[src/design/isaPkg.sv]
// ISA encodings and instruction word
package isaPkg;
   localparam int dataW = 16;                  // Datapath width
   localparam int selW = 3;                    // Register select width
   localparam int numRegs = 8;                 // Register file depth

   // Opcodes, instruction bits 15 to 11
   localparam logic [4:0] opHalt  = 5'b00000;
   localparam logic [4:0] opNop   = 5'b00001;
   localparam logic [4:0] opAddi  = 5'b01000;
   localparam logic [4:0] opSubi  = 5'b01001;
   localparam logic [4:0] opXori  = 5'b01010;
   localparam logic [4:0] opAndni = 5'b01011;
   localparam logic [4:0] opRoli  = 5'b10100;
   localparam logic [4:0] opSlli  = 5'b10101;
   localparam logic [4:0] opRori  = 5'b10110;
   localparam logic [4:0] opSrli  = 5'b10111;
   localparam logic [4:0] opSt    = 5'b10000;
   localparam logic [4:0] opLd    = 5'b10001;
   localparam logic [4:0] opStu   = 5'b10011;
   localparam logic [4:0] opSlbi  = 5'b10010;
   localparam logic [4:0] opLbi   = 5'b11000;
   localparam logic [4:0] opBtr   = 5'b11001;
   localparam logic [4:0] opAlu   = 5'b11011;  // add sub xor andn by func
   localparam logic [4:0] opShift = 5'b11010;  // rol sll ror srl by func
   localparam logic [4:0] opSeq   = 5'b11100;
   localparam logic [4:0] opSlt   = 5'b11101;
   localparam logic [4:0] opSle   = 5'b11110;
   localparam logic [4:0] opSco   = 5'b11111;
   localparam logic [4:0] opBeqz  = 5'b01100;
   localparam logic [4:0] opBnez  = 5'b01101;
   localparam logic [4:0] opBltz  = 5'b01110;
   localparam logic [4:0] opBgez  = 5'b01111;
   localparam logic [4:0] opJ     = 5'b00100;
   localparam logic [4:0] opJr    = 5'b00101;
   localparam logic [4:0] opJal   = 5'b00110;
   localparam logic [4:0] opJalr  = 5'b00111;

   // ALU operations
   localparam logic [3:0] aluAdd  = 4'd0;
   localparam logic [3:0] aluXor  = 4'd1;
   localparam logic [3:0] aluAndn = 4'd2;
   localparam logic [3:0] aluRol  = 4'd3;
   localparam logic [3:0] aluSll  = 4'd4;
   localparam logic [3:0] aluRor  = 4'd5;
   localparam logic [3:0] aluSrl  = 4'd6;
   localparam logic [3:0] aluPass = 4'd7;      // Operand B straight through
   localparam logic [3:0] aluBtr  = 4'd8;
   localparam logic [3:0] aluSlbi = 4'd9;

   // ALU operand sources; srcPc on operand B means the imm11 displacement
   localparam logic [1:0] srcReg  = 2'd0;
   localparam logic [1:0] srcImm5 = 2'd1;
   localparam logic [1:0] srcImm8 = 2'd2;
   localparam logic [1:0] srcPc   = 2'd3;

   // Write-back sources
   localparam logic [1:0] wbAlu  = 2'd0;
   localparam logic [1:0] wbMem  = 2'd1;
   localparam logic [1:0] wbPc   = 2'd2;       // Link address
   localparam logic [1:0] wbCond = 2'd3;       // Set result from flags

   // Destination selects
   localparam logic [1:0] dstRt   = 2'd0;      // Bits 7 to 5
   localparam logic [1:0] dstRs   = 2'd1;      // Bits 10 to 8
   localparam logic [1:0] dstRd   = 2'd2;      // Bits 4 to 2
   localparam logic [1:0] dstLink = 2'd3;
   localparam logic [selW-1:0] regLink = 3'd7;

   // Acknowledge controller states
   localparam logic stIdle = 1'b0;
   localparam logic stHeld = 1'b1;

   typedef union packed {
      struct packed {
         logic [4:0] opcode;
         logic [2:0] rs;
         logic [2:0] rt;
         logic [2:0] rd;
         logic [1:0] func;
      } rFmt;                                  // Register format
      struct packed {
         logic [4:0] opcode;
         logic [2:0] rs;
         logic [2:0] rd;
         logic [4:0] imm;
      } iFmt;                                  // Immediate format
   } instrWord_u;
endpackage

[src/design/ctrlIf.sv]
// Decoded control bundle
`timescale 1ns/10ps
interface ctrlIf;
   logic regWrite;                   // Register file write
   logic memRead;
   logic memWrite;
   logic zeroExt;                    // Zero extend imm5 and imm8
   logic [1:0] regDst;               // Destination field select
   logic [1:0] memToReg;             // Write-back source
   logic [1:0] aluSrc1;
   logic [1:0] aluSrc2;
   logic [3:0] aluOp;
   logic invA;
   logic invB;
   logic cin;
   logic beq;
   logic bne;
   logic blt;
   logic bgt;                        // Also bgez, equality added in execute
   logic aluJump;                    // Target from register
   logic halt;
   logic err;                        // Illegal opcode

   modport decoder (
      output regWrite, memRead, memWrite, zeroExt, regDst, memToReg,
      output aluSrc1, aluSrc2, aluOp, invA, invB, cin,
      output beq, bne, blt, bgt, aluJump, halt, err
   );

   modport consumer (
      input regWrite, memRead, memWrite, zeroExt, regDst, memToReg,
      input aluSrc1, aluSrc2, aluOp, invA, invB, cin,
      input beq, bne, blt, bgt, aluJump, halt, err
   );
endinterface

[src/design/ctrlDecoder.sv]
// Opcode and function decoder
`timescale 1ns/10ps
module ctrlDecoder import isaPkg::*; (
   input instrWord_u instr,
   ctrlIf.decoder ctrl
);
   logic [4:0] opcode;
   logic [1:0] func;

   assign opcode = instr.rFmt.opcode;
   assign func = instr.rFmt.func;

   always_comb begin
      ctrl.regWrite = 1'b0;            // Defaults give a nop
      ctrl.memRead = 1'b0;
      ctrl.memWrite = 1'b0;
      ctrl.zeroExt = 1'b0;
      ctrl.regDst = dstRt;
      ctrl.memToReg = wbAlu;
      ctrl.aluSrc1 = srcReg;
      ctrl.aluSrc2 = srcReg;
      ctrl.aluOp = aluAdd;
      ctrl.invA = 1'b0;
      ctrl.invB = 1'b0;
      ctrl.cin = 1'b0;
      ctrl.beq = 1'b0;
      ctrl.bne = 1'b0;
      ctrl.blt = 1'b0;
      ctrl.bgt = 1'b0;
      ctrl.aluJump = 1'b0;
      ctrl.halt = 1'b0;
      ctrl.err = 1'b0;
      case (opcode)
         opHalt: ctrl.halt = 1'b1;
         opNop: ;
         opAddi, opSubi, opXori, opAndni, opRoli, opSlli, opRori, opSrli: begin
            ctrl.regWrite = 1'b1;      // rd in bits 7 to 5
            ctrl.aluSrc2 = srcImm5;
            case (opcode)
               opSubi: begin
                  ctrl.invA = 1'b1;    // imm minus rs
                  ctrl.cin = 1'b1;
               end
               opXori: begin
                  ctrl.aluOp = aluXor;
                  ctrl.zeroExt = 1'b1;
               end
               opAndni: begin
                  ctrl.aluOp = aluAndn;
                  ctrl.zeroExt = 1'b1;
               end
               opRoli: ctrl.aluOp = aluRol;
               opSlli: ctrl.aluOp = aluSll;
               opRori: ctrl.aluOp = aluRor;
               opSrli: ctrl.aluOp = aluSrl;
               default: ctrl.aluOp = aluAdd;
            endcase
         end
         opSt: begin
            ctrl.memWrite = 1'b1;      // Address rs plus imm5
            ctrl.aluSrc2 = srcImm5;
         end
         opLd: begin
            ctrl.memRead = 1'b1;
            ctrl.regWrite = 1'b1;
            ctrl.memToReg = wbMem;
            ctrl.aluSrc2 = srcImm5;
         end
         opStu: begin
            ctrl.memWrite = 1'b1;
            ctrl.regWrite = 1'b1;      // Updated address back to rs
            ctrl.regDst = dstRs;
            ctrl.aluSrc2 = srcImm5;
         end
         opLbi: begin
            ctrl.regWrite = 1'b1;
            ctrl.regDst = dstRs;
            ctrl.aluSrc2 = srcImm8;
            ctrl.aluOp = aluPass;
         end
         opSlbi: begin
            ctrl.regWrite = 1'b1;
            ctrl.regDst = dstRs;
            ctrl.zeroExt = 1'b1;
            ctrl.aluSrc2 = srcImm8;
            ctrl.aluOp = aluSlbi;      // rs shl 8 or imm8
         end
         opBtr: begin
            ctrl.regWrite = 1'b1;
            ctrl.regDst = dstRd;
            ctrl.aluOp = aluBtr;
         end
         opAlu, opShift: begin
            ctrl.regWrite = 1'b1;
            ctrl.regDst = dstRd;
            if (opcode == opAlu) begin
               case (func)
                  2'b00: ctrl.aluOp = aluAdd;
                  2'b01: begin
                     ctrl.aluOp = aluAdd; // rt minus rs
                     ctrl.invA = 1'b1;
                     ctrl.cin = 1'b1;
                  end
                  2'b10: ctrl.aluOp = aluXor;
                  default: ctrl.aluOp = aluAndn;
               endcase
            end else begin
               case (func)
                  2'b00: ctrl.aluOp = aluRol;
                  2'b01: ctrl.aluOp = aluSll;
                  2'b10: ctrl.aluOp = aluRor;
                  default: ctrl.aluOp = aluSrl;
               endcase
            end
         end
         opSeq, opSlt, opSle, opSco: begin
            ctrl.regWrite = 1'b1;
            ctrl.regDst = dstRd;
            ctrl.memToReg = wbCond;    // Result from flags
            ctrl.invB = (opcode != opSco); // Compare by rs minus rt
            ctrl.cin = (opcode != opSco);
         end
         opBeqz, opBnez, opBltz, opBgez: begin
            ctrl.aluSrc2 = srcImm8;    // Branch displacement
            ctrl.aluOp = aluPass;
            ctrl.beq = (opcode == opBeqz);
            ctrl.bne = (opcode == opBnez);
            ctrl.blt = (opcode == opBltz);
            ctrl.bgt = (opcode == opBgez);
         end
         opJ, opJal: begin
            ctrl.aluSrc1 = srcPc;      // pc plus imm11
            ctrl.aluSrc2 = srcPc;
            ctrl.regWrite = (opcode == opJal);
            ctrl.regDst = dstLink;
            ctrl.memToReg = wbPc;
         end
         opJr, opJalr: begin
            ctrl.aluSrc2 = srcImm8;    // rs plus imm8
            ctrl.aluJump = 1'b1;
            ctrl.regWrite = (opcode == opJalr);
            ctrl.regDst = dstLink;
            ctrl.memToReg = wbPc;
         end
         default: ctrl.err = 1'b1;     // siic, rti and unused
      endcase
   end
endmodule

[src/design/decodeStage.sv]
// Instruction decode stage
`timescale 1ns/10ps
module decodeStage import isaPkg::*; (
   input logic clk,
   input logic rstN,
   input logic [dataW-1:0] instr,
   input logic wbEn,
   input logic [selW-1:0] wbReg,
   input logic [dataW-1:0] wbData,
   ctrlIf.decoder ctrl,                // Driven by the decoder inside
   output logic [dataW-1:0] readData1,
   output logic [dataW-1:0] readData2,
   output logic [dataW-1:0] imm5Ext,
   output logic [dataW-1:0] imm8Ext,
   output logic [dataW-1:0] imm11Ext,
   output logic [selW-1:0] writeReg
);
   instrWord_u iw;
   logic [7:0] imm8;
   logic [10:0] imm11;

   assign iw = instr;
   assign imm8 = instr[7:0];
   assign imm11 = instr[10:0];

   ctrlDecoder i_ctrlDecoder (
      .instr (iw),
      .ctrl  (ctrl)
   );

   regFileBypass i_regFile (
      .clk     (clk),
      .rstN    (rstN),
      .rdSel1  (iw.rFmt.rs),         // Bits 10 to 8
      .rdSel2  (iw.rFmt.rt),         // Bits 7 to 5
      .rdData1 (readData1),
      .rdData2 (readData2),
      .wbEn    (wbEn),
      .wbReg   (wbReg),
      .wbData  (wbData)
   );

   // Zero or sign by opcode
   assign imm5Ext = ctrl.zeroExt ? {{(dataW-5){1'b0}}, iw.iFmt.imm}
                                 : {{(dataW-5){iw.iFmt.imm[4]}}, iw.iFmt.imm};
   assign imm8Ext = ctrl.zeroExt ? {{(dataW-8){1'b0}}, imm8}
                                 : {{(dataW-8){imm8[7]}}, imm8};
   assign imm11Ext = {{(dataW-11){imm11[10]}}, imm11}; // Jump offset, always signed

   always_comb begin
      case (ctrl.regDst)
         dstRt: writeReg = iw.iFmt.rd;   // Immediate ops and loads
         dstRs: writeReg = iw.iFmt.rs;   // lbi, slbi, stu
         dstRd: writeReg = iw.rFmt.rd;   // R-format
         default: writeReg = regLink;
      endcase
   end
endmodule

[src/design/decodeTop.sv]
// Decode stage top level
`timescale 1ns/10ps
module decodeTop import isaPkg::*; (
   input logic clk,
   input logic rstN,
   input logic instrReq,
   input logic [dataW-1:0] instr,
   output logic instrAck,
   input logic wbEn,
   input logic [selW-1:0] wbReg,
   input logic [dataW-1:0] wbData,
   output logic exRegWrite,
   output logic exMemRead,
   output logic exMemWrite,
   output logic [1:0] exMemToReg,
   output logic [1:0] exAluSrc1,
   output logic [1:0] exAluSrc2,
   output logic [3:0] exAluOp,
   output logic exInvA,
   output logic exInvB,
   output logic exCin,
   output logic exBeq,
   output logic exBne,
   output logic exBlt,
   output logic exBgt,
   output logic exAluJump,
   output logic exHalt,
   output logic exErr,
   output logic [dataW-1:0] exReadData1,
   output logic [dataW-1:0] exReadData2,
   output logic [dataW-1:0] exImm5,
   output logic [dataW-1:0] exImm8,
   output logic [dataW-1:0] exImm11,
   output logic [selW-1:0] exWriteReg
);
   logic [dataW-1:0] readData1;        // Decode to stage register
   logic [dataW-1:0] readData2;
   logic [dataW-1:0] imm5Ext;
   logic [dataW-1:0] imm8Ext;
   logic [dataW-1:0] imm11Ext;
   logic [selW-1:0] writeReg;

   ctrlIf ctrlBus ();

   decodeStage i_decodeStage (
      .clk (clk), .rstN (rstN), .instr (instr),
      .wbEn (wbEn), .wbReg (wbReg), .wbData (wbData), .ctrl (ctrlBus),
      .readData1 (readData1), .readData2 (readData2), .imm5Ext (imm5Ext),
      .imm8Ext (imm8Ext), .imm11Ext (imm11Ext), .writeReg (writeReg)
   );

   idLatch i_idLatch (
      .clk (clk), .rstN (rstN), .instrReq (instrReq), .instrAck (instrAck),
      .ctrl (ctrlBus), .readData1 (readData1), .readData2 (readData2),
      .imm5Ext (imm5Ext), .imm8Ext (imm8Ext), .imm11Ext (imm11Ext), .writeReg (writeReg),
      .exRegWrite (exRegWrite), .exMemRead (exMemRead), .exMemWrite (exMemWrite),
      .exMemToReg (exMemToReg), .exAluSrc1 (exAluSrc1), .exAluSrc2 (exAluSrc2),
      .exAluOp (exAluOp), .exInvA (exInvA), .exInvB (exInvB), .exCin (exCin),
      .exBeq (exBeq), .exBne (exBne), .exBlt (exBlt), .exBgt (exBgt),
      .exAluJump (exAluJump), .exHalt (exHalt), .exErr (exErr),
      .exReadData1 (exReadData1), .exReadData2 (exReadData2),
      .exImm5 (exImm5), .exImm8 (exImm8), .exImm11 (exImm11), .exWriteReg (exWriteReg)
   );
endmodule

[src/design/idLatch.sv]
// ID/EX stage register and handshake
`timescale 1ns/10ps
module idLatch import isaPkg::*; (
   input logic clk,
   input logic rstN,
   input logic instrReq,
   output logic instrAck,
   ctrlIf.consumer ctrl,
   input logic [dataW-1:0] readData1,
   input logic [dataW-1:0] readData2,
   input logic [dataW-1:0] imm5Ext,
   input logic [dataW-1:0] imm8Ext,
   input logic [dataW-1:0] imm11Ext,
   input logic [selW-1:0] writeReg,
   output logic exRegWrite,
   output logic exMemRead,
   output logic exMemWrite,
   output logic [1:0] exMemToReg,
   output logic [1:0] exAluSrc1,
   output logic [1:0] exAluSrc2,
   output logic [3:0] exAluOp,
   output logic exInvA,
   output logic exInvB,
   output logic exCin,
   output logic exBeq,
   output logic exBne,
   output logic exBlt,
   output logic exBgt,
   output logic exAluJump,
   output logic exHalt,
   output logic exErr,
   output logic [dataW-1:0] exReadData1,
   output logic [dataW-1:0] exReadData2,
   output logic [dataW-1:0] exImm5,
   output logic [dataW-1:0] exImm8,
   output logic [dataW-1:0] exImm11,
   output logic [selW-1:0] exWriteReg
);
   logic state;
   logic capture;

   assign capture = (state == stIdle) && instrReq; // Ack low, request seen
   assign instrAck = (state == stHeld);

   always_ff @(posedge clk) begin
      if (!rstN) begin
         state <= stIdle;
         {exRegWrite, exMemRead, exMemWrite, exMemToReg, exAluSrc1, exAluSrc2} <= '0;
         {exAluOp, exInvA, exInvB, exCin, exBeq, exBne, exBlt, exBgt} <= '0;
         {exAluJump, exHalt, exErr} <= '0;
      end else if (capture) begin
         state <= stHeld;
         exRegWrite <= ctrl.regWrite;
         exMemRead <= ctrl.memRead;
         exMemWrite <= ctrl.memWrite;
         exMemToReg <= ctrl.memToReg;
         exAluSrc1 <= ctrl.aluSrc1;
         exAluSrc2 <= ctrl.aluSrc2;
         exAluOp <= ctrl.aluOp;
         {exInvA, exInvB, exCin} <= {ctrl.invA, ctrl.invB, ctrl.cin};
         {exBeq, exBne, exBlt, exBgt} <= {ctrl.beq, ctrl.bne, ctrl.blt, ctrl.bgt};
         {exAluJump, exHalt, exErr} <= {ctrl.aluJump, ctrl.halt, ctrl.err};
      end else if ((state == stHeld) && !instrReq) begin
         state <= stIdle;              // Request removed, drop ack
      end
   end

   // Payload, held until next capture
   always_ff @(posedge clk) begin
      if (capture) begin
         exReadData1 <= readData1;
         exReadData2 <= readData2;
         exImm5 <= imm5Ext;
         exImm8 <= imm8Ext;
         exImm11 <= imm11Ext;
         exWriteReg <= writeReg;
      end
   end
endmodule

[src/design/regFileBypass.sv]
// Register file with write bypass
`timescale 1ns/10ps
module regFileBypass import isaPkg::*; (
   input logic clk,
   input logic rstN,
   input logic [selW-1:0] rdSel1,
   input logic [selW-1:0] rdSel2,
   output logic [dataW-1:0] rdData1,
   output logic [dataW-1:0] rdData2,
   input logic wbEn,
   input logic [selW-1:0] wbReg,
   input logic [dataW-1:0] wbData
);
   logic [dataW-1:0] regs [numRegs];   // Architectural registers
   logic hit1;
   logic hit2;

   always_ff @(posedge clk) begin
      if (!rstN) begin
         for (int i = 0; i < numRegs; i++) begin
            regs[i] <= '0;             // All registers read zero
         end
      end else if (wbEn) begin
         regs[wbReg] <= wbData;
      end
   end

   // Same-cycle write seen on the read ports
   assign hit1 = wbEn && (wbReg == rdSel1);
   assign hit2 = wbEn && (wbReg == rdSel2);

   assign rdData1 = hit1 ? wbData : regs[rdSel1];
   assign rdData2 = hit2 ? wbData : regs[rdSel2];
endmodule

[config.mk]
export PLATFORM = sky130hd
export DESIGN_NAME = decodeTop
export DESIGN_NICKNAME = d
export VERILOG_FILES = /design/src/design/isaPkg.sv /design/src/design/ctrlIf.sv /design/src/design/ctrlDecoder.sv /design/src/design/decodeStage.sv /design/src/design/decodeTop.sv /design/src/design/idLatch.sv /design/src/design/regFileBypass.sv
export SDC_FILE = /design/constraint.sdc
export NUM_CORES = 1
export LEC_CHECK = 0
export BUFFER_PORTS_ARGS = -buffer_cell sky130_fd_sc_hd__buf_2
export CAP_MARGIN = 20
export CORE_UTILIZATION = 58
export CTS_CLUSTER_DIAMETER = 40
export DETAILED_ROUTE_END_ITERATION = 12
export PLACE_DENSITY = 0.81
export SLEW_MARGIN = 0
export SYNTH_ARGS = -nofsm -noshare
export SYNTH_HDL_FRONTEND = slang
export SYNTH_SLANG_ARGS = --single-unit
[constraint.sdc]
create_clock -name clk -period 3.31 [get_ports clk]
set_input_delay 0.331 -clock clk [delete_from_list [all_inputs] [get_ports clk]]
set_output_delay 0.331 -clock clk [all_outputs]
set_load 0.005 [all_outputs]
## Word-level counts from Yosys, hierarchy flattened

Memory sizes are Yosys's and may differ from the RTL's.
Index checks and enable logic that the tools add are counted.

- Equal/unequal tests: 36
- Bitwise gates (word level): 1
- Mux-type cells: 39
- Reduce and logical (&&, ||, !) cells: 27

Operators by type and width:

| kind | count |
|---|---|
| == test 5 bit (second input constant) | 16 |
| two-way mux 16 bit | 3 |
| == test 5 x 4 -> 1 bit (second input constant) | 8 |
| OR reduction 30 bit | 1 |
| two-way mux 1 bit | 21 |
| == test 5 x 3 -> 1 bit (second input constant) | 4 |
| case mux 4 bit (5 select lines) | 1 |
| OR reduction 19 bit | 1 |
| case mux 2 bit (3 select lines) | 3 |
| case mux 3 bit (3 select lines) | 2 |
| case mux 3 bit (6 select lines) | 1 |
| OR reduction 16 bit | 1 |
| OR reduction 8 bit | 2 |
| OR reduction 2 bit | 6 |
| OR reduction 4 bit | 3 |
| OR reduction 11 bit | 1 |
| OR reduction 7 bit | 1 |
| == test 3 bit | 2 |
| case mux 1 bit (3 select lines) | 2 |
| == test 5 x 1 -> 1 bit (second input constant) | 1 |
| zero test 5 bit | 1 |
| inequality test 5 bit (second input constant) | 1 |
| OR reduction 5 bit | 1 |
| == test 2 x 1 -> 1 bit (second input constant) | 2 |
| other kinds (12) | 18 |

- Bits of input ports: 39
- Bits in registers: 85
- Output and inout bits: 107
- Word-level logic and storage cells: 130
- Memories: 1
- Bits in writable memories: 128

Memory list:

| memory | words | width | read ports | clocked after memory_dff | wr ports | RTL line | source |
|---|---|---|---|---|---|---|---|
| i_decodeStage.i_regFile.regs | 8 | 16 | 2 | 0 | 8 | regFileBypass.sv:14 | `logic [dataW-1:0] regs [numRegs];` |

## Longest topological paths before layout

- Word-level depth: 5
- Mapped depth: 8
- Gate-level depth less buffers: 6

## Cells and area by module

Synthesis repeated with hierarchy kept, for this count alone.

- Cell total of the unflattened synthesis: 754
- Area, all modules: 11856.4 sq um

By module, submodules not included:

| module | area each (sq um) | cells each | times used | sequential area each (sq um) |
|---|---|---|---|---|
| regFileBypass | 7440.9 | 446 | 1 | 3843.7 |
| idLatch | 3438.3 | 162 | 1 | 2972.9 |
| ctrlDecoder | 550.5 | 91 | 1 | 0.0 |
| decodeStage | 426.7 | 55 | 1 | 0.0 |

## Worst setup path before layout

Ideal clock, no wire load.

- Kind: register to register
- From: register i_idLatch.state (netlist: i_idLatch.instrAck)
- To: register i_idLatch.exCin
- Buffers on the path: 3
- Library setup time: 0.124 ns
- Period minus slack after synthesis: 2.639 ns
- Arrival time: 2.515 ns
- Data required time: 3.186 ns
- Path slack: 0.671 ns
- Stages on the path, launching flop included: 9
- Cell sequence: dfxtp_1 > inv_1 > ha_1 > clkbuf_1 > inv_1 > buf_2 > buf_1 > a21oi_1 > a21boi_0

- Longest elaborated chain between the ends: 2

Ends and longest elaborated chain:

| element | RTL line | source |
|---|---|---|
| start, declared | idLatch.sv:39 | `logic state;` |
| start signal, assigned | idLatch.sv:47 | `state <= stIdle;` |
| start signal, assigned | idLatch.sv:52 | `state <= stHeld;` |
| start signal, assigned | idLatch.sv:64 | `state <= stIdle;` |
| inverter 1 bit | idLatch.sv:42 | `assign capture = (state == stIdle) && instrReq;` |
| logical AND 1 bit | idLatch.sv:42 |  |
| named net i_idLatch.capture | idLatch.sv:40 | `logic capture;` |
| end signal, assigned | idLatch.sv:60 | `{exInvA, exInvB, exCin} <= {ctrl.invA, ctrl.invB, ctrl.cin};` |
| end, declared | idLatch.sv:24 | `output logic exCin,` |

The timed path passes the listed nets, and every way through them passes these cells.
A chain may end at the register's enable or synchronous reset.

## Final worst setup path

- From: register i_idLatch.state (netlist: i_idLatch.instrAck)
- To: register i_idLatch.exBeq

- Longest elaborated chain between the ends: 2

Ends and longest elaborated chain:

| element | RTL line | source |
|---|---|---|
| inverter 1 bit | idLatch.sv:42 |  |
| logical AND 1 bit | idLatch.sv:42 |  |
| named net i_idLatch.capture | idLatch.sv:40 |  |
| end signal, assigned | idLatch.sv:61 | `{exBeq, exBne, exBlt, exBgt} <= {ctrl.beq, ctrl.bne, ctrl.blt, ctrl.bgt};` |
| end, declared | idLatch.sv:25 | `output logic exBeq,` |

The timed path passes the listed nets, and every way through them passes these cells.

==> metrics.md <==
| Metric | Value |
|---|---|
| Prevailing post-synth register cell | `edfxtp_1` |
| Post-synthesis sequential area ratio | `0.564` |
| CTS Buffer Depth | `2` |
| Post-synth ARST share | `0` |
| Worst path cell trace | `inv_1 -> ha_2 -> buf_4 -> nand3_1 -> o32ai_1 -> and2_1` |
| Mapped Cells | `between 700 and 800` |
| First-pass DRT Iterations | `7` |
| Cell Pwr Density | `500 mW/mm^2` |
| Mean Syn Cell Area | `13.6 um^2` |
| Core area | `between 0.015 and 0.02 mm^2` |
| Routed WL | `roughly 24,000 um` |
| Placed cell areas | `between 0.01 and 0.015 mm^2` |
| Routability cong. | `0.888` |
| Tot GR Track Use | `0.279` |
| Vias | `just under 7,000` |
| Reg clk slew, reported paths | `70 ps` |
| Total power | `5.74 mW` |
| Setup Crit Path Kind | `flip-flop to flip-flop` |
| DRC viols | `0` |
| Clock Sink Count | `slightly below 200` |
| RSZ-0062 raised after global routing | `false` |
| Status | `finished, final reports clean` |
| Buffer and inverter count on the worst path | `2` |
| Sw frac | `0.256` |
| Dpl cells | `1,058` |
| Setup Buffers After CTS | `0` |
| EDFF count, synth | `between 150 and 200` |
| P&R area growth vs syn | `12.7%` |
| Final min period | `approximately 1900 ps` |
| Tcrit/Tclk final | `0.563` |
| Post-CTS sizing | `0` |
| Drt wl/cell | `~22 um` |
| Worst-Margin Slew | `a little over 900 ps` |
| Vias in the first global route | `6,777` |
| Pin count of the biggest net entering global routing | `42` |
| Critical Path AT | `2240 ps` |
| Rel. slew slack | `0.386` |
| Die area | `0.0181 mm^2` |
| Logic pwr share | `0.126` |
| Sw power | `1.47 mW` |
| CTS root buf | `clkbuf_16` |
| CTS buffer count | `17` |
| GRT Residual Overflow | `0` |
| Clock Skew | `9.24 ps` |
| Max FO, Critical Path | `41` |
| Final cell count without fillers | `roughly 1,100` |
| Clock latency on the worst-skew pair | `~430 ps` |
| Synth Net Count | `between 700 and 800` |
| Die W | `135 um` |
| Int Pwr | `roughly 4.3 mW` |
| Hold_buf cts | `0` |
| Vias per Instance | `6.19` |
| Crit. End Element | `flip-flop` |
| Final hold violations | `0` |
| Global-route wire length before repair | `approximately 37,000 um` |
| DRT iter0 DRCs | `670` |
| Startpoint Class | `flip-flop` |
| Synth warn | `0` |
| Row cnt | `48` |
| Max incr delay on CP | `460 ps` |
| Post-synth cell types | `49` |
| Share of cells above drive strength 1 | `0.318` |
| Max-cap violation count | `0` |
| Setup_tns | `0 ps` |
| Finished Cell Area | `0.0115 mm^2` |
| Yosys reg bits | `about 200` |
| Ports | `146` |
| Worst Hold Class | `primary input to flip-flop` |
| CTS tree | `built` |
| Detailed Place HPWL | `about 17,000 um` |
| Routed Antenna Nets | `0` |
| Max-slew violation count | `0` |
| Fmax | `536 MHz` |
| H-tree depth | `4` |
| IO Port Bufs | `145` |
| Hold Slack | `109 ps` |
| Pleak | `around 4.4 nW` |
| VDD IR max | `0.000343 V` |
| Clock power share | `0.346` |
| Synthesized cell area | `0.0102 mm^2` |
| Die Height | `135 um` |
| Required time of the critical path | `3690 ps` |
| Post-layout nets | `~900` |
| Part of the power in registers | `0.528` |
| Endpoints failing setup | `0` |
| Top cell family by delay on the critical path | `buffers and inverters` |
| Initial core utilization | `0.591` |
| Worst path slowest cell | `buf_4` |
| Initial antenna violation count | `2` |
## state kept, by name, indices dropped and copies added (netlist names), 2 cells and up
signal,flops
i_idLatch.exImm11,11
i_idLatch.exReadData1,16
i_idLatch.exMemToReg,2
i_idLatch.exReadData2,16
i_decodeStage.i_regFile.regs,128
i_idLatch.exAluOp,4
i_idLatch.exWriteReg,3
i_idLatch.exAluSrc2,2
## routing by layer
metal	GRT usage	vias up	wire length [um]
met5	0	-	11
li1	-	2950	-
met2	0.493	383	12700
met4	0.132	2	859
met3	0.0503	73	1700
met1	0.333	3353	9130
## synthesized netlist by cell type (all sizes together), types with 8 or more instances
cell | number | share of area
and2 | 136 | 0.084
nand2 | 18 | 0.0066
nor2 | 47 | 0.017
inv | 8 | 0.0029
a21oi | 44 | 0.022
dfxtp | 23 | 0.045
nand3 | 10 | 0.0049
buf | 67 | 0.044
edfxtp | 176 | 0.52
a21boi | 9 | 0.0066
nand2b | 9 | 0.0055
clkbuf | 20 | 0.0075
o21ai | 19 | 0.0093
nor2b | 10 | 0.0061
mux4 | 64 | 0.14
mux2i | 33 | 0.032
## layout make-up
class                           count  area [um^2]
Timing Repair Buffer              173          968
Clock inverter                     15          139
Clock buffer                       17          425
Inverter                            8         30.0
Fill cell                        1169         5750
Sequential cell                   199         5750
Antenna cell                        1         2.50
Tap cell                          225          282
Multi-Input combinational cell    454         3890
## worst paths after layout
check | start | endpoint | slack, ps | cells past startpoint
worst max register to register | i_idLatch.instrAck$_SDFFE_PN0P_ | i_idLatch.exBeq$_SDFFE_PN0P_ | 1450 | 6
worst min register to register | i_idLatch.exInvA$_SDFFE_PN0P_ | i_idLatch.exInvA$_SDFFE_PN0P_ | 480 | 2
worst min-delay path | instr[2] | i_idLatch.exImm11[2]$_DFFE_PP_ | 110 | 1
worst max-delay path | i_idLatch.instrAck$_SDFFE_PN0P_ | i_idLatch.exBeq$_SDFFE_PN0P_ | 1450 | 6
## kinds of logic (layout without fill, tap and decap cells)
group / after synthesis / after routing / synth area share
AO/OA/AOI/OAI: 93 / 93 / 0.0549
flip-flops: 199 / 199 / 0.564
AND/OR/NAND/NOR: 249 / 249 / 0.137
multiplexers: 97 / 97 / 0.174
buffers and inverters: 95 / 213 / 0.0545
other: 0 / 1 / 0
adder cells (fa/ha/maj): 7 / 7 / 0.00860
XOR/XNOR: 8 / 8 / 0.00688
## power by group through the flow
stage / registers (mW) / clock network, mW / logic [mW]
detailed placement: 3.08 / 0 / 0.714
CTS: 3.02 / 2.00 / 0.719
floorplan: 3.05 / 0 / 0.478
global placement: 3.06 / 0 / 0.691
finish: 3.03 / 1.99 / 0.725
global route: 3.04 / 2.10 / 0.779
## placed cells by master, fill, tap and decap left out, types with 3 or more instances in the layout
master,instances
o2bb2ai_1,4
buf_2,145
nor3_2,3
edfxtp_1,176
inv_1,7
inv_8,5
clkbuf_16,17
nor2_1,47
a21oi_1,43
mux4_2,64
ha_1,6
nor3_1,4
nand2b_1,9
a22oi_1,4
buf_4,25
clkinv_4,3
nand2_1,18
inv_6,3
o21ai_1,8
nor2b_1,10
a21boi_0,8
mux2i_1,33
clkinvlp_4,4
nand3_1,10
dfxtp_1,23
and2_1,136
nand4_1,4
o21ai_0,11
xnor2_1,7
## stage by stage
stage,util,setup WS (ps)
floorplan,-,671
finish,0.666,1450
CTS,0.665,1340
global route,0.666,1350
global placement,0.632,882
detailed placement,0.632,884
No activity file was read; power rests on OpenSTA's default activity.
